$ cat src/logic/adc_capture_macros.svh
`ifndef ADC_CAPTURE_MACROS_SVH
`define ADC_CAPTURE_MACROS_SVH

// Sample buffer geometry
`define ADC_BUF_AW      10
`define ADC_BUF_DEPTH   (1 << `ADC_BUF_AW)

// Interrupt lines
`define IRQ_COUNT       8

// Host register bus
`define REG_AW          7
`define REG_DW          32

// Register map
`define REG_IRQ         7'h02
`define REG_LED         7'h03
`define REG_CAP_CNTRL   7'h10
`define REG_CAP_ADDR    7'h11
`define REG_CAP_DATA    7'h12

// LED on/off compare width
`define LED_CNT_W       12

// IRQ register fields
`define IRQ_MASK_LSB    0
`define IRQ_CLEAR_LSB   8 // Write side
`define IRQ_SET_LSB     16 // Write side
`define IRQ_STATE_LSB   8 // Read side

// LED register fields
`define LED_EN_BIT      0
`define LED_ON_LSB      8
`define LED_OFF_LSB     20

// Capture register fields
`define CAP_TRIG_BIT    0
`define CAP_INC_BIT     1
`define CAP_BUSY_BIT    2
`define CAP_RD_ADDR_LSB 0
`define CAP_WR_ADDR_LSB 16
`define CAP_DATA_LSB    0

`endif

$ cat src/logic/adc_capture_pkg.sv
`include "adc_capture_macros.svh"

package adc_capture_pkg;

    // One ADC snapshot word
    typedef struct packed
    {
        logic        of;   // ADC overflow flag
        logic [15:0] word;
    } adc_sample_t;

    // Sample buffer address
    typedef logic [`ADC_BUF_AW - 1:0] buf_addr_t;

    // Host register bus
    typedef logic [`REG_AW - 1:0] reg_addr_t;
    typedef logic [`REG_DW - 1:0] reg_data_t;

    // One bit per interrupt line
    typedef logic [`IRQ_COUNT - 1:0] irq_vec_t;

    // LED phase length
    typedef logic [`LED_CNT_W - 1:0] led_cmp_t;

endpackage

$ cat src/logic/irq_ctrl.sv
`timescale 1ns/1ps

module irq_ctrl
(
    input  logic                      adc_clk,
    input  logic                      adc_dpram_rst,
    input  logic                      busy,
    input  adc_capture_pkg::irq_vec_t irq_mask,
    input  adc_capture_pkg::irq_vec_t irq_clear,
    input  adc_capture_pkg::irq_vec_t irq_set,
    output adc_capture_pkg::irq_vec_t irq_state,
    output logic                      irq_n
);

    adc_capture_pkg::irq_vec_t lines;
    adc_capture_pkg::irq_vec_t lines_q; // Previous line levels
    adc_capture_pkg::irq_vec_t rise;

    // Interrupt sources
    always_comb
    begin
        lines    = '0;     // Lines 2 to 7 unused
        lines[0] = busy;   // Capture started
        lines[1] = !busy;  // Capture finished
    end

    assign rise = lines & ~lines_q;

    always_ff @(posedge adc_clk)
    begin
        if (adc_dpram_rst)
        begin
            // Follow the idle levels so release makes no edge
            lines_q   <= lines;
            irq_state <= '0;
        end
        else
        begin
            lines_q <= lines;
            // Set and edges applied after clear, so they win
            irq_state <= (irq_state & ~irq_clear) | rise | irq_set;
        end
    end

    // Active low when any unmasked line is pending
    assign irq_n = ~|(irq_state & irq_mask);

endmodule

$ cat config.mk
export PLATFORM = sky130hd
export DESIGN_NAME = irq_ctrl
export DESIGN_NICKNAME = d
export VERILOG_FILES = /design/src/logic/adc_capture_pkg.sv /design/src/logic/irq_ctrl.sv
export VERILOG_INCLUDE_DIRS = /design/src /design/src/logic
export SDC_FILE = /design/constraint.sdc
export NUM_CORES = 1
export LEC_CHECK = 0
export BUFFER_PORTS_ARGS = -buffer_cell sky130_fd_sc_hd__buf_4
export CAP_MARGIN = 5
export CORE_AREA = 3 3 43 45
export CTS_CLUSTER_SIZE = 14
export DETAILED_ROUTE_END_ITERATION = 8
export DIE_AREA = 0 0 46 48
export GPL_TIMING_DRIVEN = 0
export PLACE_DENSITY = 0.61
export SETUP_SLACK_MARGIN = 0.05
export SLEW_MARGIN = 5
export SYNTH_ARGS = -nofsm -noshare
export SYNTH_HDL_FRONTEND = slang
export SYNTH_SLANG_ARGS = --single-unit
$ cat constraint.sdc
create_clock -name adc_clk -period 0.96 [get_ports adc_clk]
set_input_delay 0.288 -clock adc_clk [delete_from_list [all_inputs] [get_ports adc_clk]]
set_output_delay 0.288 -clock adc_clk [all_outputs]
set_load 0.05 [all_outputs]
After elaboration in Yosys (flattened, before gate mapping)
Index checks and enable logic that the tools add are counted.
- bits in registers: 10
- input bits: 27
- output and inout port bits: 9
- logic and storage cells: 12
- bitwise operators: 7
- reduce and logical (&&, ||, !) cells: 3
- operators with widths (operator ; count):
    bitwise AND 8 bit ; 2
    OR 8 bit ; 2
    bitwise AND 2 x 8 -> 8 bit ; 1
    NOT 2 -> 8 bit ; 1
    NOT 8 bit ; 1
    OR reduction 8 bit ; 1
    logical NOT 1 bit ; 2

Depth between registers and ports, before layout
- word-level depth: 4
- gate-level depth with buffers: 2
- depth with buffers taken out: 2

Worst setup path before layout
No wires, ideal clock.
- path kind: flip-flop to output port
- start point: register irq_state[6]
- end point: output irq_n
- data arrival time: 1.186 ns
- data required time: 0.672 ns
- path slack: -0.514 ns
- cell stages (with the launch flop): 3
- buffers on the path: 0
- cell sequence: dfxtp_1 > a22oi_1 > and4_1
- cells in the longest elaborated chain, start to end: 3
- RTL lines (element ; RTL line ; RTL):
    start, declared ; irq_ctrl.sv:11 ; output adc_capture_pkg::irq_vec_t irq_state,
    start signal, assigned ; irq_ctrl.sv:41 ; irq_state <= (irq_state & ~irq_clear) | rise | irq_set;
    bitwise AND 8 bit ; irq_ctrl.sv:46 ; assign irq_n = ~|(irq_state & irq_mask);
    OR reduction 8 bit ; irq_ctrl.sv:46 ;
    logical NOT 1 bit ; irq_ctrl.sv:46 ;
    end, declared ; irq_ctrl.sv:12 ; output logic irq_n
Every way passes these cells.

Worst setup path after layout
Ends and elaborated chain as after synthesis.

==> flow_summary.ini <==
[outcome]
status = finished with violations
violations = setup timing

[place]
port_buffers = 35
dp.cells = 86
place_congestion = 0.594
dp_hpwl_microns = 848

[global_route]
grtUsageTotal_pct = 10.7
antenna_found_initial = 0
overflow = 0
grt_max_degree = 9
grt_pass1_wl_microns = 1590
grt_pass1_vias = 398

[power_and_ir_drop]
sequentialPowerShare_pct = 39.1
p_sw_share_pct = 27.6
p_leak_nw = 0.377
pwr-share-comb_pct = 29.0
power.internal_mw = 0.858
p_clk_share_pct = 31.9
ir_drop_uv = 701
power_density_nw_per_um2 = 1430
p_sw_mw = 0.327

[setup_path]
crit_type = flop to output port
cp.required_ns = 0.67
cp-end-kind = output port
cpPeakStageDelay_ns = 0.35
arrival_ns = 1.15
cp-start-kind = flop
path_cells = a22oi_2, and4_4, buf_8
slowest_stage = dfxtp_4
crit_fanout = 2

[timing]
finalSetupTns_ns = -1.43
rsz0062_at_grt = true
tightest_slew_ns = 0.252
period_minus_slack_ns = 1.44
worst_slack_ns = -0.480
slew_viol_final = 0
relSlewSlack_pct = 83.2
setup_viol_count_final = 9
finClkSkew_ns = 0.00182
max_freq_mhz = 695
hold_viol = 0
post-route-period-util_pct = 150

[cells_and_area]
antenna_cells = 0
area_growth_pct = 125
drive_above_1_share_pct = 71.1
nFillCells = 139
multi_input_comb_area_sq_um = 184
final_cell_mix = buf_4, nor2b_1, buf_8, dfxtp_4, o21a_1
nets = 104
ff_latch_area_sq_um = 230
final_common_cell = buf_4
layout.cells.non_filler = 92

[cts]
clkTransAtPathRegs_ns = 0.07
cts-root-to-sink-buffers = 2
clock_latency_ns = 0.26
hold_buffers = 0
cts-root-buf = clkbuf_4
tritoncts = done
clkSinkCount = 10
cts-htree-levels = 1
numCtsBuffers = 3

[drt]
drc = 0
vias_per_cell = 4.52
first_pass_iters = 1
wirelength_microns = 1090
dr.first_iter.drc_count = 0
ant_nets = 0
wl_per_cell_microns = 11.8
vias = 416

[floorplanning]
ios = 36
core-area_sq_um = 1510
start_util_pct = 24.5
dieArea_sq_um = 2210
die_h_microns = 48
die-width_microns = 46
rows = 14

[synth]
synth_seq_cells = 10
ys_warn_count = 0
syn_avg_cell_area_sq_um = 10.5
yosysUniqueCellTypes = 8
synth_cells = 35
synth_nets = 62
synth_area_sq_um = 369
ys_seq_area_share_pct = 54.2

[min_path]
hp-class = input pin to flop

[run]
max-cap-violations = 0
==> final cells by class <==
cell class	instances	share of cell area, %
Inverter	2	0.904
Multi-Input combinational cell	23	22.1
Timing Repair Buffer	37	42.5
Sequential cell	10	27.7
Tap cell	16	2.41
Clock buffer	4	4.37
==> logic make-up (layout without fill, tap and decap cells) <==
kind of cell / count (synthesis) / after routing / share of synthesized area [%]
flip-flops: 10 / 10 / 54.2
AND/OR/NAND/NOR: 11 / 11 / 18.6
buffers and inverters: 2 / 43 / 2.03
AO/OA/AOI/OAI: 12 / 12 / 25.1
==> synth_stat cells <==
| library cell | instances | area share, % |
|---|---|---|
| inv_1 | 2 | 2.0 |
| o31a_1 | 2 | 4.7 |
| and4_1 | 1 | 2.4 |
| dfxtp_1 | 10 | 54 |
| nor2_1 | 1 | 1.0 |
| o21a_1 | 6 | 12 |
| a22oi_1 | 4 | 8.1 |
| nor2b_1 | 9 | 15 |
==> sequential cells by signal (all words and copies together), names as in the netlist <==
signal	cells
irq_state	8
lines_q	2
==> repair_timing <==
action | in CTS | in global routing
pin swaps | 1 | 2
setup buffers | 1 | 1
gates resized for setup | 20 | 5
setup endpoints to repair | 9 | 9
==> worst paths after layout <==
| kind | startpoint | endpoint | slack [ns] | cells past startpoint |
|---|---|---|---|---|
| worst min register to register | lines_q[1] | irq_state[1] | 0.56 | 2 |
| worst min-delay path | busy | lines_q[0] | 0.15 | 1 |
| worst max register to register | irq_state[4] | irq_state[4] | 0.12 | 3 |
| worst max-delay path | irq_state[6] | irq_n | -0.48 | 3 |
==> critical path: cells and delay by family, from the launching register on <==
| kind | cells | cell delay (ns) |
|---|---|---|
| flops | 1 | 0.35 |
| compound gates | 1 | 0.16 |
| buf+inv | 1 | 0.14 |
| simple gates | 1 | 0.24 |
==> per-stage QoR <==
stage	total power [mW]	hold WS (ns)	util [%]	instance area [sq um]	worst slack [ns]
after detailed placement	0.748	0.419	45.3	682	-0.339
after CTS	1.19	0.145	53.4	805	-0.489
final	1.19	0.150	55.1	831	-0.480
after floorplan	0.615	0.316	-	399	-0.230
after global placement	0.745	0.419	45.3	682	-0.343
after global routing	1.25	0.133	55.1	831	-0.533
==> per-layer routing <==
layer  global-route usage, %  up-vias  share of wire [%]
met5                       0        -                  0
met4                    8.52        0               0.83
met3                    6.02        2                 17
met2                    16.8       24                 48
met1                    10.5      182                 35
li1                        -      208                  -
==> power by group through the flow <==
stage | sequential [mW] | clock [mW] | combinational [mW]
after global placement | 0.463 | 0 | 0.281
after CTS | 0.465 | 0.388 | 0.333
after floorplan | 0.542 | 0 | 0.0723
after detailed placement | 0.465 | 0 | 0.284
after global routing | 0.468 | 0.419 | 0.363
final | 0.464 | 0.378 | 0.343
Power figures use the tool's default switching activity.
