### config.mk
export PLATFORM = sky130hd
export DESIGN_NAME = capture_ctrl
export DESIGN_NICKNAME = d
export VERILOG_FILES = /design/src/logic/adc_capture_pkg.sv /design/src/logic/capture_ctrl.sv
export VERILOG_INCLUDE_DIRS = /design/src /design/src/logic
export SDC_FILE = /design/constraint.sdc
export NUM_CORES = 1
export LEC_CHECK = 0
export ABC_AREA = 1
export BUFFER_PORTS_ARGS = -buffer_cell sky130_fd_sc_hd__buf_2
export CAP_MARGIN = 20
export CELL_PAD_IN_SITES_DETAIL_PLACEMENT = 0
export CELL_PAD_IN_SITES_GLOBAL_PLACEMENT = 1
export CORE_UTILIZATION = 31
export CTS_BUF_LIST = sky130_fd_sc_hd__clkbuf_4
export DETAILED_ROUTE_END_ITERATION = 6
export PLACE_DENSITY = 0.86
export SLEW_MARGIN = 25
export SYNTH_ARGS = -nofsm -noshare
export SYNTH_HDL_FRONTEND = slang
export SYNTH_SLANG_ARGS = --single-unit
### constraint.sdc
create_clock -name adc_clk -period 1.5 [get_ports adc_clk]
set_clock_uncertainty 0.05 [all_clocks]
set_input_delay 0.45 -clock adc_clk [delete_from_list [all_inputs] [get_ports adc_clk]]
set_output_delay 0.45 -clock adc_clk [all_outputs]
set_load 0.005 [all_outputs]
### src/logic/adc_capture_macros.svh
`ifndef ADC_CAPTURE_MACROS_SVH
`define ADC_CAPTURE_MACROS_SVH

// Sample buffer geometry
`define ADC_BUF_AW      10
`define ADC_BUF_DEPTH   (1 << `ADC_BUF_AW)

// Interrupt lines
`define IRQ_COUNT       8

// Host register bus
`define REG_AW          7
`define REG_DW          32

// Register map
`define REG_IRQ         7'h02
`define REG_LED         7'h03
`define REG_CAP_CNTRL   7'h10
`define REG_CAP_ADDR    7'h11
`define REG_CAP_DATA    7'h12

// LED on/off compare width
`define LED_CNT_W       12

// IRQ register fields
`define IRQ_MASK_LSB    0
`define IRQ_CLEAR_LSB   8 // Write side
`define IRQ_SET_LSB     16 // Write side
`define IRQ_STATE_LSB   8 // Read side

// LED register fields
`define LED_EN_BIT      0
`define LED_ON_LSB      8
`define LED_OFF_LSB     20

// Capture register fields
`define CAP_TRIG_BIT    0
`define CAP_INC_BIT     1
`define CAP_BUSY_BIT    2
`define CAP_RD_ADDR_LSB 0
`define CAP_WR_ADDR_LSB 16
`define CAP_DATA_LSB    0

`endif

### src/logic/adc_capture_pkg.sv
`include "adc_capture_macros.svh"

package adc_capture_pkg;

    // One ADC snapshot word
    typedef struct packed
    {
        logic        of;   // ADC overflow flag
        logic [15:0] word;
    } adc_sample_t;

    // Sample buffer address
    typedef logic [`ADC_BUF_AW - 1:0] buf_addr_t;

    // Host register bus
    typedef logic [`REG_AW - 1:0] reg_addr_t;
    typedef logic [`REG_DW - 1:0] reg_data_t;

    // One bit per interrupt line
    typedef logic [`IRQ_COUNT - 1:0] irq_vec_t;

    // LED phase length
    typedef logic [`LED_CNT_W - 1:0] led_cmp_t;

endpackage

### src/logic/capture_ctrl.sv
`timescale 1ns/1ps
`include "adc_capture_macros.svh"

module capture_ctrl
(
    input  logic                         adc_clk,
    input  logic                         adc_dpram_rst,
    input  logic [15:0]                  adc_data,
    input  logic                         adc_of,
    input  logic                         trig,
    output adc_capture_pkg::adc_sample_t sample,
    output adc_capture_pkg::buf_addr_t   wr_addr,
    output logic                         wr_en
);

    localparam adc_capture_pkg::buf_addr_t LAST_ADDR =
        adc_capture_pkg::buf_addr_t'(`ADC_BUF_DEPTH - 1);

    // ADC input register with overflow flag on top
    always_ff @(posedge adc_clk)
    begin
        sample.of   <= adc_of;
        sample.word <= adc_data;
    end

    // Idle/capturing sequencer, wr_en doubles as busy
    always_ff @(posedge adc_clk)
    begin
        if (adc_dpram_rst)
        begin
            wr_en   <= 1'b0;
            wr_addr <= '0;
        end
        else if (!wr_en)
        begin
            wr_addr <= '0; // Parked at start of buffer
            if (trig)
            begin
                wr_en <= 1'b1;
            end
        end
        else
        begin
            // One sample per cycle until the buffer is full
            if (wr_addr == LAST_ADDR)
            begin
                wr_en <= 1'b0;
            end
            wr_addr <= wr_addr + 1'b1; // Wraps to 0 after last
        end
    end

endmodule

Yosys cells after proc, flatten, opt, wreduce, memory -nomap -nowiden
Index checks and enable logic that the tools add are counted.
- logic and storage cells: 11
- input bits: 20
- flip-flop bits (word level): 28
- reduce and logical (&&, ||, !) cells: 1
- mux-type cells: 3
- add/subtract/negate cells: 1
- eq/ne operators: 1
- bitwise logic cells: 1
- operator list (operator ; count):
    adder 10 x 1 -> 10 bit (second input constant) ; 1
    == test 10 bit (second input constant) ; 1
    two-way mux 1 bit ; 3
    OR reduction 2 bit ; 1
    inverter 1 bit ; 1

Logic depth before layout (Yosys ltp)
- depth after elaboration: 3
- depth in mapped cells: 6

Least setup slack after synthesis
Ideal clock, no wire load.
- path type: reg-to-reg
- from: register wr_addr[0]
- to: register wr_en
- data required time: 1.337 ns
- path buffers: 0
- clock period less this slack: 1.172 ns
- library setup time: 0.113 ns
- stages on the path, launching flop included: 7
- slack: 0.328 ns
- arrival: 1.009 ns
- path through: dfxtp_1 -> ha_1 -> nand2_1 -> nor2_2 -> nand2_1 -> o21ai_1 -> inv_1
- cells in the longest elaborated chain, start to end: 3
- ends and longest elaborated chain (item ; line ; RTL):
    start: declaration ; capture_ctrl.sv:12 ; output adc_capture_pkg::buf_addr_t wr_addr,
    start signal: assignment ; capture_ctrl.sv:49 ; wr_addr <= wr_addr + 1'b1;
    == test 10 bit ; capture_ctrl.sv:45 ; if (wr_addr == LAST_ADDR)
    two-way mux 1 bit ; capture_ctrl.sv:45 ;
    two-way mux 1 bit ; capture_ctrl.sv:34 ; else if (!wr_en)
    end signal: assignment ; capture_ctrl.sv:31 ; wr_en <= 1'b0;
    end signal: assignment ; capture_ctrl.sv:39 ; wr_en <= 1'b1;
    end signal: assignment ; capture_ctrl.sv:47 ; wr_en <= 1'b0;
    end: declaration ; capture_ctrl.sv:13 ; output logic wr_en
Every way passes these cells.
A chain may end at the register's enable or synchronous reset.

Final worst setup path
- from: register wr_addr[4]
- to: output wr_addr[4]
No word-level cell between the ends.

==> summary.md <==
| Metric | Value |
|---|---|
| Status | `complete, no violations` |
| Die area | `2880 um2` |
| Synth Warn # | `0` |
| Largest net degree at the start of global routing | `17` |
| Cell Area, Placed | `about 1100 um2` |
| Row Count | `18` |
| Hold WC Path Type | `primary input to register` |
| Register area share after synthesis | `0.678` |
| Post-cts resize count | `0` |
| R2r endpoint | `wr_en$_SDFF_PP0_` |
| Net Sw Power | `~250 uW` |
| Vias in the first global route | `roughly 560` |
| Clock share of power | `0.356` |
| Worst EP arrival | `slightly above 0.9 ns` |
| TritonCTS Buffers | `3` |
| Most Crowded Layer GR | `met2` |
| Power Dens Cells | `~1200 nW/um2` |
| Synthesized cell area | `827 um2` |
| Detailed Route WL | `around 1500 um` |
| GRT Total Usage | `0.110` |
| Startpoint types | `register` |
| Final setup fails | `0` |
| CTS tree | `done` |
| Power, Total | `1.33 mW` |
| Met2 Use GR | `0.196` |
| Number of fill cells in the layout | `around 230` |
| Share of layout cells above drive strength 1 | `0.418` |
| Multi-input logic area | `roughly 240 um2` |
| Postcts setup bufs | `0` |
| Maximum clock insertion buffer count | `2` |
| Slowest stage delay, CP | `roughly 0.46 ns` |
| WS Path Type | `register to output pin` |
| Vias per cell | `between 4 and 5` |
| Met1 Use GR | `0.118` |
| Area Overhead vs Synth | `39.3%` |
| Endpoint class of the critical path | `output pin` |
| Synth cell types | `15` |
| RSZ-0062 raised after global routing | `false` |
| Worst R2R Setup Slack | `0.24 ns` |
| Worst-Margin Slew | `roughly 0.22 ns` |
| Cells after DPL | `160` |
| CTS clk-pin slew, worst paths | `~0.14 ns` |
| Reg power frac | `0.586` |
| Crit. Startpoint | `wr_addr[4]$_SDFF_PP0_` |
| Gate power share | `0.057` |
| Initial antenna violation count | `0` |
| Final Cycle Share | `0.955` |
| Crit path buf inv count | `1` |
| Register bit total from synthesis | `28` |
| Synth Instances | `83` |
| Final Max Slew Viols | `0` |
| Fin cells | `approximately 160` |
| R2R Path Start | `wr_addr[0]$_SDFF_PP0_` |
| Max Clock Freq | `between 0.6 and 0.7 GHz` |
| DP Wirelength | `1230 um` |
| Worst-Skew Late Latency | `0.31 ns` |
| Vias | `roughly 710` |
| Slowest cell on crit path | `dfxtp_1` |
| Worst VDD drop | `1.01 mV` |
| First-pass GRT wire length | `roughly 2200 um` |
| Drt pass-1 iters | `4` |
| Root buf cell | `clkbuf_4` |
| Register Area | `561 um2` |
| Worst R2R Path Depth | `6` |
| WL/cell | `about 9.4 um` |
| Crit Path Max Fanout | `6` |
| GP Congestion | `a little under 0.7` |
| Worst-path cell chain | `buf_2` |
| GR Overflow Total | `0` |
| Post-route ant nets | `0` |
| Req. time, crit path | `1.00 ns` |
| DR iter-0 viols | `4` |
| Final hold slack | `~0.17 ns` |
| I/O pin total | `48` |
| CP delay by family, top | `flip-flops` |
| Syn Area/Cell | `9.96 um2` |
| Die Y-Extent | `about 54 um` |
| Post-Syn Nets | `approximately 100` |
| Global Route met3 Usage | `0.0254` |
| Switching part of the total power | `0.186` |
| Critical Path Sink | `wr_addr[4]` |
| Leakage | `approximately 0.54 nW` |
| Final instance area | `1150 um2` |
| Residual DRC | `0` |
| Post-Route Setup TNS | `0 ns` |
| Max transition margin | `0.856` |
| Ant. Diodes | `0` |
| Final Hold Vio Count | `0` |
| Crit path time final | `roughly 1.4 ns` |
| H-tree depth | `1` |
| CTS Sinks | `28` |
| WP depth | `1` |
| CORE AREA | `between 2000 and 2500 um2` |
| Hold-fix buffers, CTS | `0` |
| Fin nets | `roughly 160` |
| Int Power | `1.08 mW` |
| Maxcap violations | `0` |
| Die X | `around 54 um` |
| Port bufs | `47` |
| Starting Density | `0.331` |
==> sequential cells by signal (all words and copies together) (netlist names) <==
| register | cells |
|---|---|
| sample | 17 |
| wr_addr | 10 |
| wr_en | 1 |
==> layer usage <==
layer | vias to the layer above | wire, um
li1 | 361 | -
met1 | 302 | 629
met2 | 41 | 723
met3 | 2 | 164
met4 | 0 | 23
met5 | - | 0
==> cell usage after synthesis, drive strengths merged <==
cell type / n / area (um2)
a21oi: 5 / 25.0
dfxtp: 28 / 561
ha: 1 / 12.5
inv: 6 / 22.5
nand2: 15 / 56.3
nand3: 6 / 35.0
nor2: 19 / 97.6
o21a: 1 / 7.51
o21ai: 2 / 10.0
==> worst min path at each step <==
stage                               start                     to  slack, ns  depth (start not counted)
global route                  adc_data[8]      sample[8]$_DFF_P_       0.15                          1
detailed placement  wr_addr[0]$_SDFF_PP0_  wr_addr[0]$_SDFF_PP0_       0.42                          1
finish                       adc_data[14]     sample[14]$_DFF_P_       0.17                          1
CTS                          adc_data[14]     sample[14]$_DFF_P_       0.16                          1
global placement    wr_addr[0]$_SDFF_PP0_  wr_addr[0]$_SDFF_PP0_       0.40                          1
floorplan           wr_addr[0]$_SDFF_PP0_  wr_addr[0]$_SDFF_PP0_       0.40                          1
==> power by group through the flow <==
stage                     Clock (mW)  Sequential (mW)  Combinational, mW
after floorplan                    0            0.803             0.0177
after global placement             0            0.797             0.0758
after detailed placement           0            0.798             0.0778
after CTS                      0.488            0.782             0.0780
after global routing           0.511            0.785             0.0848
final                          0.475            0.781             0.0764
==> area by class of cell <==
class	count	share of cell area
clock buffer	3	0.0195
clock inverter	1	0.0261
inverter	6	0.0195
multi-input combinational	49	0.212
sequential	28	0.486
tap	30	0.0326
timing repair buffer	47	0.204
==> layout by cell type (no fill, tap or decap), drive strengths merged <==
master  synthesis  layout
nand2          15      15
dfxtp          28      28
a21oi           5       5
buf             0      47
o21a            1       1
nand3           6       6
clkbuf          0       3
inv             6       6
ha              1       1
nor2           19      19
bufinv          0       1
o21ai           2       2
==> through the flow <==
stage	worst slack, ns	util
6_report	0.0670	0.461
5_1_grt	0.00619	0.461
4_1_cts	0.0562	0.461
3_5_place_dp	0.239	0.440
3_3_place_gp	0.306	0.440
2_1_floorplan	0.328	-
==> worst reg2reg max path, stage by stage (launching register included) <==
cell and delay (ns):
dfxtp_1 0.42, ha_1 0.21, nand2_1 0.09, nor2_2 0.19, nand2_1 0.08, o21ai_1 0.12
inv_1 0.04
==> cells by family after synthesis <==
family	share of synthesized area
AOI/OAI and AO/OA	0.0514
adders and majority gates	0.0151
buffers and inverters	0.0272
DFF	0.678
and+or+nand+nor	0.228
Note: power is estimated with default switching activity, not from simulation.
