## config.mk

```make
export PLATFORM = sky130hd
export DESIGN_NAME = ctrl_regs
export DESIGN_NICKNAME = d
export VERILOG_FILES = /design/src/logic/adc_capture_pkg.sv /design/src/logic/ctrl_regs.sv
export VERILOG_INCLUDE_DIRS = /design/src /design/src/logic
export SDC_FILE = /design/constraint.sdc
export NUM_CORES = 1
export LEC_CHECK = 0
export BUFFER_PORTS_ARGS = -buffer_cell sky130_fd_sc_hd__buf_2
export CAP_MARGIN = 20
export CORE_MARGIN = 2
export CORE_UTILIZATION = 42
export CTS_CLUSTER_SIZE = 8
export DETAILED_ROUTE_END_ITERATION = 8
export HOLD_SLACK_MARGIN = 0.03
export PLACE_DENSITY = 0.89
export SYNTH_ARGS = -nofsm -noshare
export SYNTH_HDL_FRONTEND = slang
export SYNTH_SLANG_ARGS = --single-unit
```

## constraint.sdc

```tcl
create_clock -name adc_clk -period 2.9 [get_ports adc_clk]
set_clock_uncertainty 0.05 [all_clocks]
set_input_delay 0.29 -clock adc_clk [delete_from_list [all_inputs] [get_ports adc_clk]]
set_output_delay 0.29 -clock adc_clk [all_outputs]
set_load 0.005 [all_outputs]
```

## src/logic/adc_capture_macros.svh

```systemverilog
`ifndef ADC_CAPTURE_MACROS_SVH
`define ADC_CAPTURE_MACROS_SVH

// Sample buffer geometry
`define ADC_BUF_AW      10
`define ADC_BUF_DEPTH   (1 << `ADC_BUF_AW)

// Interrupt lines
`define IRQ_COUNT       8

// Host register bus
`define REG_AW          7
`define REG_DW          32

// Register map
`define REG_IRQ         7'h02
`define REG_LED         7'h03
`define REG_CAP_CNTRL   7'h10
`define REG_CAP_ADDR    7'h11
`define REG_CAP_DATA    7'h12

// LED on/off compare width
`define LED_CNT_W       12

// IRQ register fields
`define IRQ_MASK_LSB    0
`define IRQ_CLEAR_LSB   8 // Write side
`define IRQ_SET_LSB     16 // Write side
`define IRQ_STATE_LSB   8 // Read side

// LED register fields
`define LED_EN_BIT      0
`define LED_ON_LSB      8
`define LED_OFF_LSB     20

// Capture register fields
`define CAP_TRIG_BIT    0
`define CAP_INC_BIT     1
`define CAP_BUSY_BIT    2
`define CAP_RD_ADDR_LSB 0
`define CAP_WR_ADDR_LSB 16
`define CAP_DATA_LSB    0

`endif

```

## src/logic/adc_capture_pkg.sv

```systemverilog
`include "adc_capture_macros.svh"

package adc_capture_pkg;

    // One ADC snapshot word
    typedef struct packed
    {
        logic        of;   // ADC overflow flag
        logic [15:0] word;
    } adc_sample_t;

    // Sample buffer address
    typedef logic [`ADC_BUF_AW - 1:0] buf_addr_t;

    // Host register bus
    typedef logic [`REG_AW - 1:0] reg_addr_t;
    typedef logic [`REG_DW - 1:0] reg_data_t;

    // One bit per interrupt line
    typedef logic [`IRQ_COUNT - 1:0] irq_vec_t;

    // LED phase length
    typedef logic [`LED_CNT_W - 1:0] led_cmp_t;

endpackage

```

## src/logic/ctrl_regs.sv

```systemverilog
`timescale 1ns/1ps
`include "adc_capture_macros.svh"

module ctrl_regs
(
    input  logic                         adc_clk,
    input  logic                         adc_dpram_rst,
    input  adc_capture_pkg::reg_addr_t   reg_addr,
    input  adc_capture_pkg::reg_data_t   reg_wdata,
    input  logic                         reg_wr_en,
    input  logic                         reg_rd_en,
    output adc_capture_pkg::reg_data_t   reg_rdata,
    output logic                         trig,
    output adc_capture_pkg::buf_addr_t   rd_addr,
    input  adc_capture_pkg::adc_sample_t rd_data,
    input  logic                         busy,
    input  adc_capture_pkg::buf_addr_t   wr_addr,
    output adc_capture_pkg::irq_vec_t    irq_mask,
    output adc_capture_pkg::irq_vec_t    irq_clear,
    output adc_capture_pkg::irq_vec_t    irq_set,
    input  adc_capture_pkg::irq_vec_t    irq_state,
    output logic                         led_en,
    output adc_capture_pkg::led_cmp_t    led_on_cmp,
    output adc_capture_pkg::led_cmp_t    led_off_cmp
);

    localparam int SAMPLE_W = $bits(adc_capture_pkg::adc_sample_t);
    localparam int ADDR_W   = $bits(adc_capture_pkg::buf_addr_t);
    localparam int LED_W    = $bits(adc_capture_pkg::led_cmp_t);

    logic rd_addr_inc; // Auto-increment on data reads
    logic data_rd;

    // Host has consumed a buffer word
    assign data_rd = reg_rd_en && (reg_addr == `REG_CAP_DATA);

    always_ff @(posedge adc_clk)
    begin
        if (adc_dpram_rst)
        begin
            trig        <= 1'b0;
            rd_addr_inc <= 1'b0;
            rd_addr     <= '0;
            irq_mask    <= '0;
            irq_clear   <= '0;
            irq_set     <= '0;
            led_en      <= 1'b0;
            led_on_cmp  <= '1; // Slowest blink once enabled
            led_off_cmp <= '1;
        end
        else
        begin
            // Clear and set are single-cycle strobes
            irq_clear <= '0;
            irq_set   <= '0;

            if (data_rd && rd_addr_inc)
            begin
                rd_addr <= rd_addr + 1'b1;
            end

            if (reg_wr_en)
            begin
                case (reg_addr)
                    `REG_IRQ:
                    begin
                        irq_mask  <= reg_wdata[`IRQ_MASK_LSB +: `IRQ_COUNT];
                        irq_clear <= reg_wdata[`IRQ_CLEAR_LSB +: `IRQ_COUNT];
                        irq_set   <= reg_wdata[`IRQ_SET_LSB +: `IRQ_COUNT];
                    end
                    `REG_LED:
                    begin
                        led_en      <= reg_wdata[`LED_EN_BIT];
                        led_on_cmp  <= reg_wdata[`LED_ON_LSB +: LED_W];
                        led_off_cmp <= reg_wdata[`LED_OFF_LSB +: LED_W];
                    end
                    `REG_CAP_CNTRL:
                    begin
                        trig        <= reg_wdata[`CAP_TRIG_BIT];
                        rd_addr_inc <= reg_wdata[`CAP_INC_BIT];
                    end
                    `REG_CAP_ADDR:
                    begin
                        rd_addr <= reg_wdata[`CAP_RD_ADDR_LSB +: ADDR_W];
                    end
                    default:
                    begin
                        // Data register and unmapped addresses are read only
                    end
                endcase
            end
        end
    end

    // Read mux, combinational from the address
    always_comb
    begin
        reg_rdata = '0;
        case (reg_addr)
            `REG_IRQ:
            begin
                reg_rdata[`IRQ_MASK_LSB +: `IRQ_COUNT]  = irq_mask;
                reg_rdata[`IRQ_STATE_LSB +: `IRQ_COUNT] = irq_state; // Pending bits
            end
            `REG_LED:
            begin
                reg_rdata[`LED_EN_BIT]              = led_en;
                reg_rdata[`LED_ON_LSB +: LED_W]     = led_on_cmp;
                reg_rdata[`LED_OFF_LSB +: LED_W]    = led_off_cmp;
            end
            `REG_CAP_CNTRL:
            begin
                reg_rdata[`CAP_TRIG_BIT] = trig;
                reg_rdata[`CAP_INC_BIT]  = rd_addr_inc;
                reg_rdata[`CAP_BUSY_BIT] = busy;
            end
            `REG_CAP_ADDR:
            begin
                reg_rdata[`CAP_RD_ADDR_LSB +: ADDR_W] = rd_addr;
                reg_rdata[`CAP_WR_ADDR_LSB +: ADDR_W] = wr_addr; // Capture progress
            end
            `REG_CAP_DATA:
            begin
                reg_rdata[`CAP_DATA_LSB +: SAMPLE_W] = rd_data;
            end
            default:
            begin
                reg_rdata = '0;
            end
        endcase
    end

endmodule

```

Yosys cells after proc, flatten, opt, wreduce, memory -nomap -nowiden

Index checks and enable logic that the tools add are counted.

Input bits: 79
Flip-flop bits (word level): 61
Logic and storage cells: 34
Output and inout bits: 92

Bitwise logic cells: 2
Eq/ne operators: 5
Reduce and logical (&&, ||, !) cells: 6
Multiplexer cells: 11
Add/sub/neg operators: 1

Operators with widths:

| kind                    | count |
|---|---|
| $mux W10                | 3 |
| $eq A7 B5 Y1 const B    | 3 |
| $pmux W6 S3             | 1 |
| $pmux W9 S2             | 1 |
| $pmux W2 S4             | 2 |
| $pmux W5 S3             | 1 |
| $eq A7 B2 Y1 const B    | 2 |
| $add A10 B1 Y10 const B | 1 |
| $mux W6                 | 1 |
| $reduce_and A2 Y1       | 3 |
| $pmux W1 S5             | 1 |
| $pmux W1 S3             | 1 |
| $reduce_or A3 Y1        | 1 |
| $logic_and A1 B1 Y1     | 2 |
| $not A1 Y1              | 2 |

Logic depth before layout (Yosys ltp)

Gate-level depths: netlist of run 1.

Depth after elaboration: 6
Depth in mapped cells: 7
Depth with buffers taken out: 5

Worst setup path before layout of run 1

OpenSTA, ideal clock, no wires.

Kind: input-to-output
From: in reg_addr[5]
To: out reg_rdata[21]
Arrival time: 2.041 ns
Buffers on the path: 2
Cell stages on the path: 5
Data required time: 2.560 ns
Setup slack: 0.519 ns
Cells stage by stage: or4_1 -> buf_2 -> nor4_1 -> clkbuf_1 -> a22o_1

Longest elaborated chain between the ends: 2
Elaborated cells on any way between the ends: 3
Those cells by class: 2 x eq/ne; 1 x mux

Ends and longest elaborated chain:

| what                                                | RTL line        | text |
|---|---|---|
| start, declared                                     | ctrl_regs.sv:8  | `input adc_capture_pkg::reg_addr_t reg_addr,` |
| $eq A7 B5 Y1 / $eq A7 B2 Y1 (equally long branches) | ctrl_regs.sv:99 | `case (reg_addr)` |
| $pmux W9 S2 (*)                                     | ctrl_regs.sv:99 |  |
| end, declared                                       | ctrl_regs.sv:12 | `output adc_capture_pkg::reg_data_t reg_rdata,` |

Mark *: on every way between the ends. The rest lies on a longest branch, timed or not.

Worst setup path in the final report of run 1

From: in reg_addr[5]
To: out reg_rdata[7]

Longest elaborated chain between the ends: 2
Elaborated cells on any way between the ends: 4
Those cells by class: 3 x eq/ne; 1 x mux

Ends and longest elaborated chain:

| what                                                | RTL line |
|---|---|
| $eq A7 B5 Y1 / $eq A7 B2 Y1 (equally long branches) | ctrl_regs.sv:99 |
| $pmux W5 S3 (*)                                     | ctrl_regs.sv:99 |

Marks and branches as above.

==> flow_summary.yaml, run 1 <==
timing:
  rsz0062_at_grt: "false"
  maxSlewViolCount: 0
  layout_worst_path_cycle_share: 0.8422
  slew_headroom: 0.3701
  fin_tns_setup_ps: 0
  setup_viol: 0
  hold_viol: 0
  setup_slack_ps: 457.7
  fmax_mhz: 409.4
  worst_pin_slew_ps: 941.3
  period_needed_ps: 2442
worst_setup_path:
  crit_top_cell: "buf_2"
  crit_slowest_cell: "or4_1"
  slowest_delay_ps: 720
  rr_worst_depth: 4
  rrSetupSlack_ps: 820
  reg2reg_from: "rd_addr[2]"
  cp-end-kind: "primary output"
  critical_path_class: "in -> out"
  start_kind: "primary input"
  cp_max_fo: 10
  arrival_ps: 2100
  required_ps: 2560
  r2r-end: "rd_addr[9]"
  crit_chain: "buf_2 > or4_1 > nor4_2 > buf_4 > a222oi_1 > inv_1 > buf_2"
die:
  num_rows: 30
  fp.dieW_um: 86.71
  core_area_um2: 6719
  die_h_um: 86.71
  pin_count: 171
  dieArea_um2: 7518
  start_util: 0.4276
synthesis:
  synth_common_cells: "75 x nand2_1, 61 x dfxtp_1, 40 x nand3_1, 23 x and2_1, 23 x clkbuf_1"
  synth_fp_nets: 442
  synth_async_sr_flop_share: 0
  synth.area.top_cells: "dfxtp_1 43%, nand2_1 9.8%, nand3_1 7.0%"
  synth_edf_count: 0
  netlist_instances: 362
  yosysMostFrequentCell: "nand2_1"
  synth_seq_cells: 61
  avgSynthCellArea_um2: 7.936
  synth-warning-count: 0
  yosysTopAreaCellShare: 0.4251
  syn_area_um2: 2873
  synth_cell_type_count: 37
  synth-main-ff-cell: "dfxtp_1"
  ys_seq_area_frac: 0.4251
  netlist.top_cell.by_area: "dfxtp_1"
clocking:
  clkLatencyLatePin_ps: 340
  clockBufferDepth: 2
  ctsResizeCount: 0
  htreeDepth: 3
  cts_tree: "yes"
  numCtsBuffers: 9
  cts_setup_buffers: 0
  cts.reportedPaths.clkPinSlew_ps: 70
  cts.sinks: 61
  holdBufCountCts: 0
  cts-root-buf: "clkbuf_8"
placement:
  gp_congestion: 0.8673
  dp_slack_ps: 296.5
  port_buffers: 170
  dp_hpwl_um: 6833
global_routing:
  grt_max_degree: 26
  antenna_found_initial: 0
  grt_usage: 0.2436
  grt_pass1_wl_um: 14390
  grt_overflow: 0
  grt_pass1_vias: 3017
layout:
  diodes: 0
  fillers: 597
  drive_gt1_frac: 0.3745
  area_growth_pct: 40.03
  fin_util: 0.5987
  fin_nets: 609
route:
  vias_per_cell: 5.476
  ant_nets: 0
  first_iter_violations: 192
  firstDrtPassIters: 6
  drt-wirelength-per-cell_um: 15.30
  drc_errors: 0
  totalWireLength_um: 9393
  vias: 3362
min_path:
  hold_class: "in -> reg"
  min_to: "led_off_cmp[10]"
  holdPathStages: 3
  min_from: "reg_wdata[30]"
power_and_ir_drop:
  leakage_nw: 2.049
  pwr_density_cell_nw_per_um2: 435.0
  power_mw: 1.750
  vdd_drop_max_uv: 313.0
run:
  cap_violations: 0
run_status:
  status: "complete, no violations"
[per-stage QoR]
step / hold slack, ps / cell area [um^2] / instances
floorplan: 361.7 / 2873 / 362
global placement: 405.0 / 3830 / 598
detailed placement: 411.0 / 3830 / 598
CTS: 100.2 / 4023 / 614
global route: 104.1 / 4023 / 614
finish: 106.4 / 4023 / 614
[flip-flops by register name, summed over array words and instances, names as in the netlist]
signal	flops
irq_clear	8
rd_addr_inc	1
led_en	1
irq_set	8
led_off_cmp	12
trig	1
rd_addr	10
led_on_cmp	12
irq_mask	8
[per-layer routing]
layer  global-route usage  vias to the layer above  routed length (um)  part of all wire
li1                     -                     1607                   -                 -
met1               0.3055                     1551                3853              0.41
met2               0.4049                      180                4626              0.49
met3              0.05048                       24                 693             0.074
met4               0.1051                        0                 218             0.023
met5                    0                        -                   0                 0
[cells by family after synthesis]
| kind of cell | Yosys count | synth area share |
|---|---|---|
| flip-flops | 61 | 0.4251 |
| multiplexers | 14 | 0.04878 |
| AND/OR/NAND/NOR | 196 | 0.3310 |
| buffers and inverters | 32 | 0.04224 |
| AO/OA/AOI/OAI | 52 | 0.1302 |
| XOR/XNOR | 6 | 0.01830 |
| adder cells (fa/ha/maj) | 1 | 0.004355 |
[area by class of cell]
type,count,area (um^2),share of cell area
Clock inverter,4,47.55,0.01182
Sequential cell,61,1221,0.3036
Multi-Input combinational cell,269,1549,0.3851
Timing Repair Buffer,181,933.4,0.2320
Clock buffer,12,145.1,0.03608
Inverter,7,26.28,0.006532
Tap cell,80,100.1,0.02488
[worst max-delay path, delay by kind of cell]
kind | cells | cell delay [ps]
AO/OA/AOI/OAI | 1 | 110
buffers and inverters | 4 | 530
AND/OR/NAND/NOR | 2 | 1170
[power by group]
| part | switching [mW] | leakage, nW | internal [mW] |
|---|---|---|---|
| Clock | 0.338 | 0.0964 | 0.418 |
| Sequential | 0.00804 | 0.492 | 0.843 |
| Combinational | 0.0754 | 1.46 | 0.0670 |
[worst max path at each step]
| stage | startpoint | to | depth (start not counted) |
|---|---|---|---|
| finish | reg_addr[5] | reg_rdata[7] | 7 |
| global route | reg_addr[5] | reg_rdata[7] | 7 |
| CTS | reg_addr[5] | reg_rdata[7] | 7 |
| detailed placement | reg_addr[5] | rd_addr[9] | 5 |
| global placement | reg_addr[5] | rd_addr[9] | 5 |
| floorplan | reg_addr[5] | reg_rdata[21] | 5 |
[layout by cell type, fill, tap and decap left out, types with 10 or more instances in the layout]
cell type and count:
and2_1 23, nor2_1 22, buf_4 11, dfxtp_1 61
buf_2 170, nand3_1 40, mux2i_1 14, a21oi_1 17
clkbuf_8 10, nand2_1 75
(Power assumes the default switching activity.)
==> inputs of run 2 (changes only) <==
--- a/config.mk
+++ b/config.mk
@@ -6,14 +6,15 @@
 export SDC_FILE = /design/constraint.sdc
 export NUM_CORES = 1
 export LEC_CHECK = 0
+export ABC_AREA = 1
 export BUFFER_PORTS_ARGS = -buffer_cell sky130_fd_sc_hd__buf_2
 export CAP_MARGIN = 20
 export CORE_MARGIN = 2
-export CORE_UTILIZATION = 42
+export CORE_UTILIZATION = 40
 export CTS_CLUSTER_SIZE = 8
 export DETAILED_ROUTE_END_ITERATION = 8
 export HOLD_SLACK_MARGIN = 0.03
-export PLACE_DENSITY = 0.89
+export PLACE_DENSITY = 0.87
 export SYNTH_ARGS = -nofsm -noshare
 export SYNTH_HDL_FRONTEND = slang
 export SYNTH_SLANG_ARGS = --single-unit
==> constraint.sdc (replaced) <==
create_clock -name adc_clk -period 2 [get_ports adc_clk]
set_clock_uncertainty 0.05 [all_clocks]
set_input_delay 0.2 -clock adc_clk [delete_from_list [all_inputs] [get_ports adc_clk]]
set_output_delay 0.2 -clock adc_clk [all_outputs]
set_load 0.005 [all_outputs]
==> flow_summary.yaml, run 2 <==
clocking:
  cts-root-buf: "clkbuf_8"
  cts.sinks: 61
  ctsResizeCount: 0
  cts_tree: "yes"
  clockBufferDepth: 2
  numCtsBuffers: 9
  cts.reportedPaths.clkPinSlew_ps: 60
  clkLatencyLatePin_ps: 330
  htreeDepth: 3
route:
  drc_errors: 0
  drt-wirelength-per-cell_um: 13.25
  ant_nets: 0
  vias: 3457
  totalWireLength_um: 9433
  firstDrtPassIters: 5
  vias_per_cell: 4.855
  first_iter_violations: 117
die:
  start_util: 0.4090
  num_rows: 32
  dieArea_um2: 8543
  die_h_um: 92.43
  core_area_um2: 7647
  pin_count: 171
  fp.dieW_um: 92.43
synthesis:
  synth_async_sr_flop_share: 0
  netlist.top_cell.by_area: "dfxtp_1"
  syn_area_um2: 3128
  synth_seq_cells: 61
  yosysTopAreaCellShare: 0.3904
  synth-main-ff-cell: "dfxtp_1"
  synth_fp_nets: 511
  synth_cell_type_count: 31
  synth_edf_count: 0
  synth-warning-count: 0
  netlist_instances: 431
  yosysMostFrequentCell: "nand2_1"
  synth_common_cells: "115 x nand2_1, 61 x dfxtp_1, 60 x nor2_1, 52 x inv_1, 30 x nand3_1"
  synth.area.top_cells: "dfxtp_1 39%, nand2_1 14%, nor2_1 7.2%"
  ys_seq_area_frac: 0.3904
  avgSynthCellArea_um2: 7.258
worst_setup_path:
  cp-end-kind: "primary output"
  reg2reg_from: "rd_addr[0]"
  arrival_ps: 1360
  path_buf_inv: 4
  slowest_delay_ps: 250
  required_ps: 1750
  rr_worst_depth: 7
  endpoint: "reg_rdata[0]"
  rrSetupSlack_ps: 490
  crit_top_cell: "nand2_1"
  start_kind: "primary input"
  crit_chain: "buf_2 > inv_2 > nand2_2 > nor2_4 > nand2_1 > inv_2 > nand2_1 > nand2_1 > nor2_1 > nand2_1 > buf_2"
  crit_start: "reg_addr[0]"
  crit_slowest_cell: "inv_2"
  r2r-end: "rd_addr[9]"
  cp_max_fo: 14
  critical_path_class: "in -> out"
  path_delay_family: "simple AND/OR/NAND/NOR gates"
  crit_cells: 11
layout:
  diodes: 0
  reg_top3: "led_off_cmp x12, led_on_cmp x12, rd_addr x10"
  layout_commonest_cell: "buf_2"
  area_growth_pct: 36.52
  drive_gt1_frac: 0.3869
  final_cell_mix: "170 x buf_2, 115 x nand2_1, 61 x dfxtp_1, 60 x nor2_1, 52 x inv_1"
  fillers: 734
  fin_nets: 685
timing:
  fin_tns_setup_ps: 0
  maxSlewViolCount: 0
  setup_viol: 0
  fmax_mhz: 621.7
  setup_slack_ps: 391.5
  layout_worst_path_cycle_share: 0.8042
  rsz0062_at_grt: "false"
  slew_headroom: 0.7225
  hold_viol: 0
  period_needed_ps: 1608
  worst_pin_slew_ps: 415.9
placement:
  port_buffers: 170
  dp_slack_ps: 236.1
  gp_congestion: 0.9232
  dp_hpwl_um: 7413
power_and_ir_drop:
  vdd_drop_max_uv: 445.4
  pwr_density_cell_nw_per_um2: 607.4
  leakage_nw: 2.386
min_path:
  hold_class: "in -> reg"
global_routing:
  grt_usage: 0.2193
  grt_overflow: 0
  antenna_found_initial: 0
  grt_max_degree: 36
  grt_pass1_vias: 3210
  grt_pass1_wl_um: 14950
run_status:
  status: "complete, no violations"
run:
  cap_violations: 0
==> run 2: cell types whose count changed after synthesis, moves of 19 or more <==
cell      previous run  this run
and2_1              23         0
inv_1                6        52
clkbuf_1            23         4
nor2_1              22        60
nand2_1             75       115
==> run 2: per-stage QoR <==
stage,std cells,hold WS [ps],power [mW],area (um^2),utilization
after floorplan,431,276.2,1.318,3128,-
after global placement,694,369.4,1.427,4035,0.5277
after detailed placement,694,380.2,1.432,4035,0.5277
after CTS,712,31.74,2.623,4270,0.5584
after global routing,712,58.56,2.690,4270,0.5584
final,712,48.24,2.594,4270,0.5584
==> run 2: metal layers <==
layer,global-route usage,vias up,share of wire
met2,0.3911,152,0.50
met3,0.04394,22,0.069
met5,0,-,0
li1,-,1725,-
met1,0.2585,1558,0.41
met4,0.08209,0,0.020
==> run 2: cells by family (layout without fill, tap and decap cells) <==
family | Yosys count | after routing | share of synthesized area
and+or+nand+nor | 240 | 240 | 0.3480
buffers and inverters | 73 | 252 | 0.1088
DFF | 61 | 61 | 0.3904
AOI/OAI and AO/OA | 55 | 55 | 0.1460
adders and majority gates | 1 | 1 | 0.003999
xor gates and xnor gates | 1 | 1 | 0.002801
==> run 2: where the power goes <==
part | total [mW] | internal [mW] | switching (mW)
Combinational | 0.186 | 0.0835 | 0.103
Clock | 1.19 | 0.702 | 0.484
Sequential | 1.22 | 1.22 | 0.00355
==> run 2: worst min path at each step <==
stage	start	endpoint	slack, ps	cells after the start
global route	reg_wdata[12]	irq_clear[4]	60	3
CTS	reg_wdata[31]	led_off_cmp[11]	30	3
detailed placement	reg_wdata[24]	led_off_cmp[4]	380	3
global placement	reg_wdata[29]	led_off_cmp[9]	370	3
finish	reg_wdata[31]	led_off_cmp[11]	50	3
floorplan	reg_wdata[24]	led_off_cmp[4]	280	2
==> run 2: area by class of cell <==
| class | instances | area [um^2] | area share |
|---|---|---|---|
| multi-input combinational | 297 | 1567 | 0.3668 |
| clock inverter | 6 | 87.58 | 0.02051 |
| sequential | 61 | 1221 | 0.2860 |
| inverter | 57 | 216.5 | 0.05069 |
| timing repair buffer | 179 | 923.4 | 0.2162 |
| tap | 102 | 127.6 | 0.02989 |
| clock buffer | 10 | 127.6 | 0.02989 |
==> run 2: timing repair <==
item | in CTS | in global routing
endpoints found under the hold margin | 2 | 0
hold buffers | 2 | 0
setup buffers | 0 | 0
==> run 2: worst register-to-register path, stage by stage, from the launching register on <==
cell and delay (ps):
dfxtp_1 440, nand2_1 140, nor2_1 310, nand3b_1 120
o21ai_0 170, nand3_1 90, nand2_1 70, inv_1 40
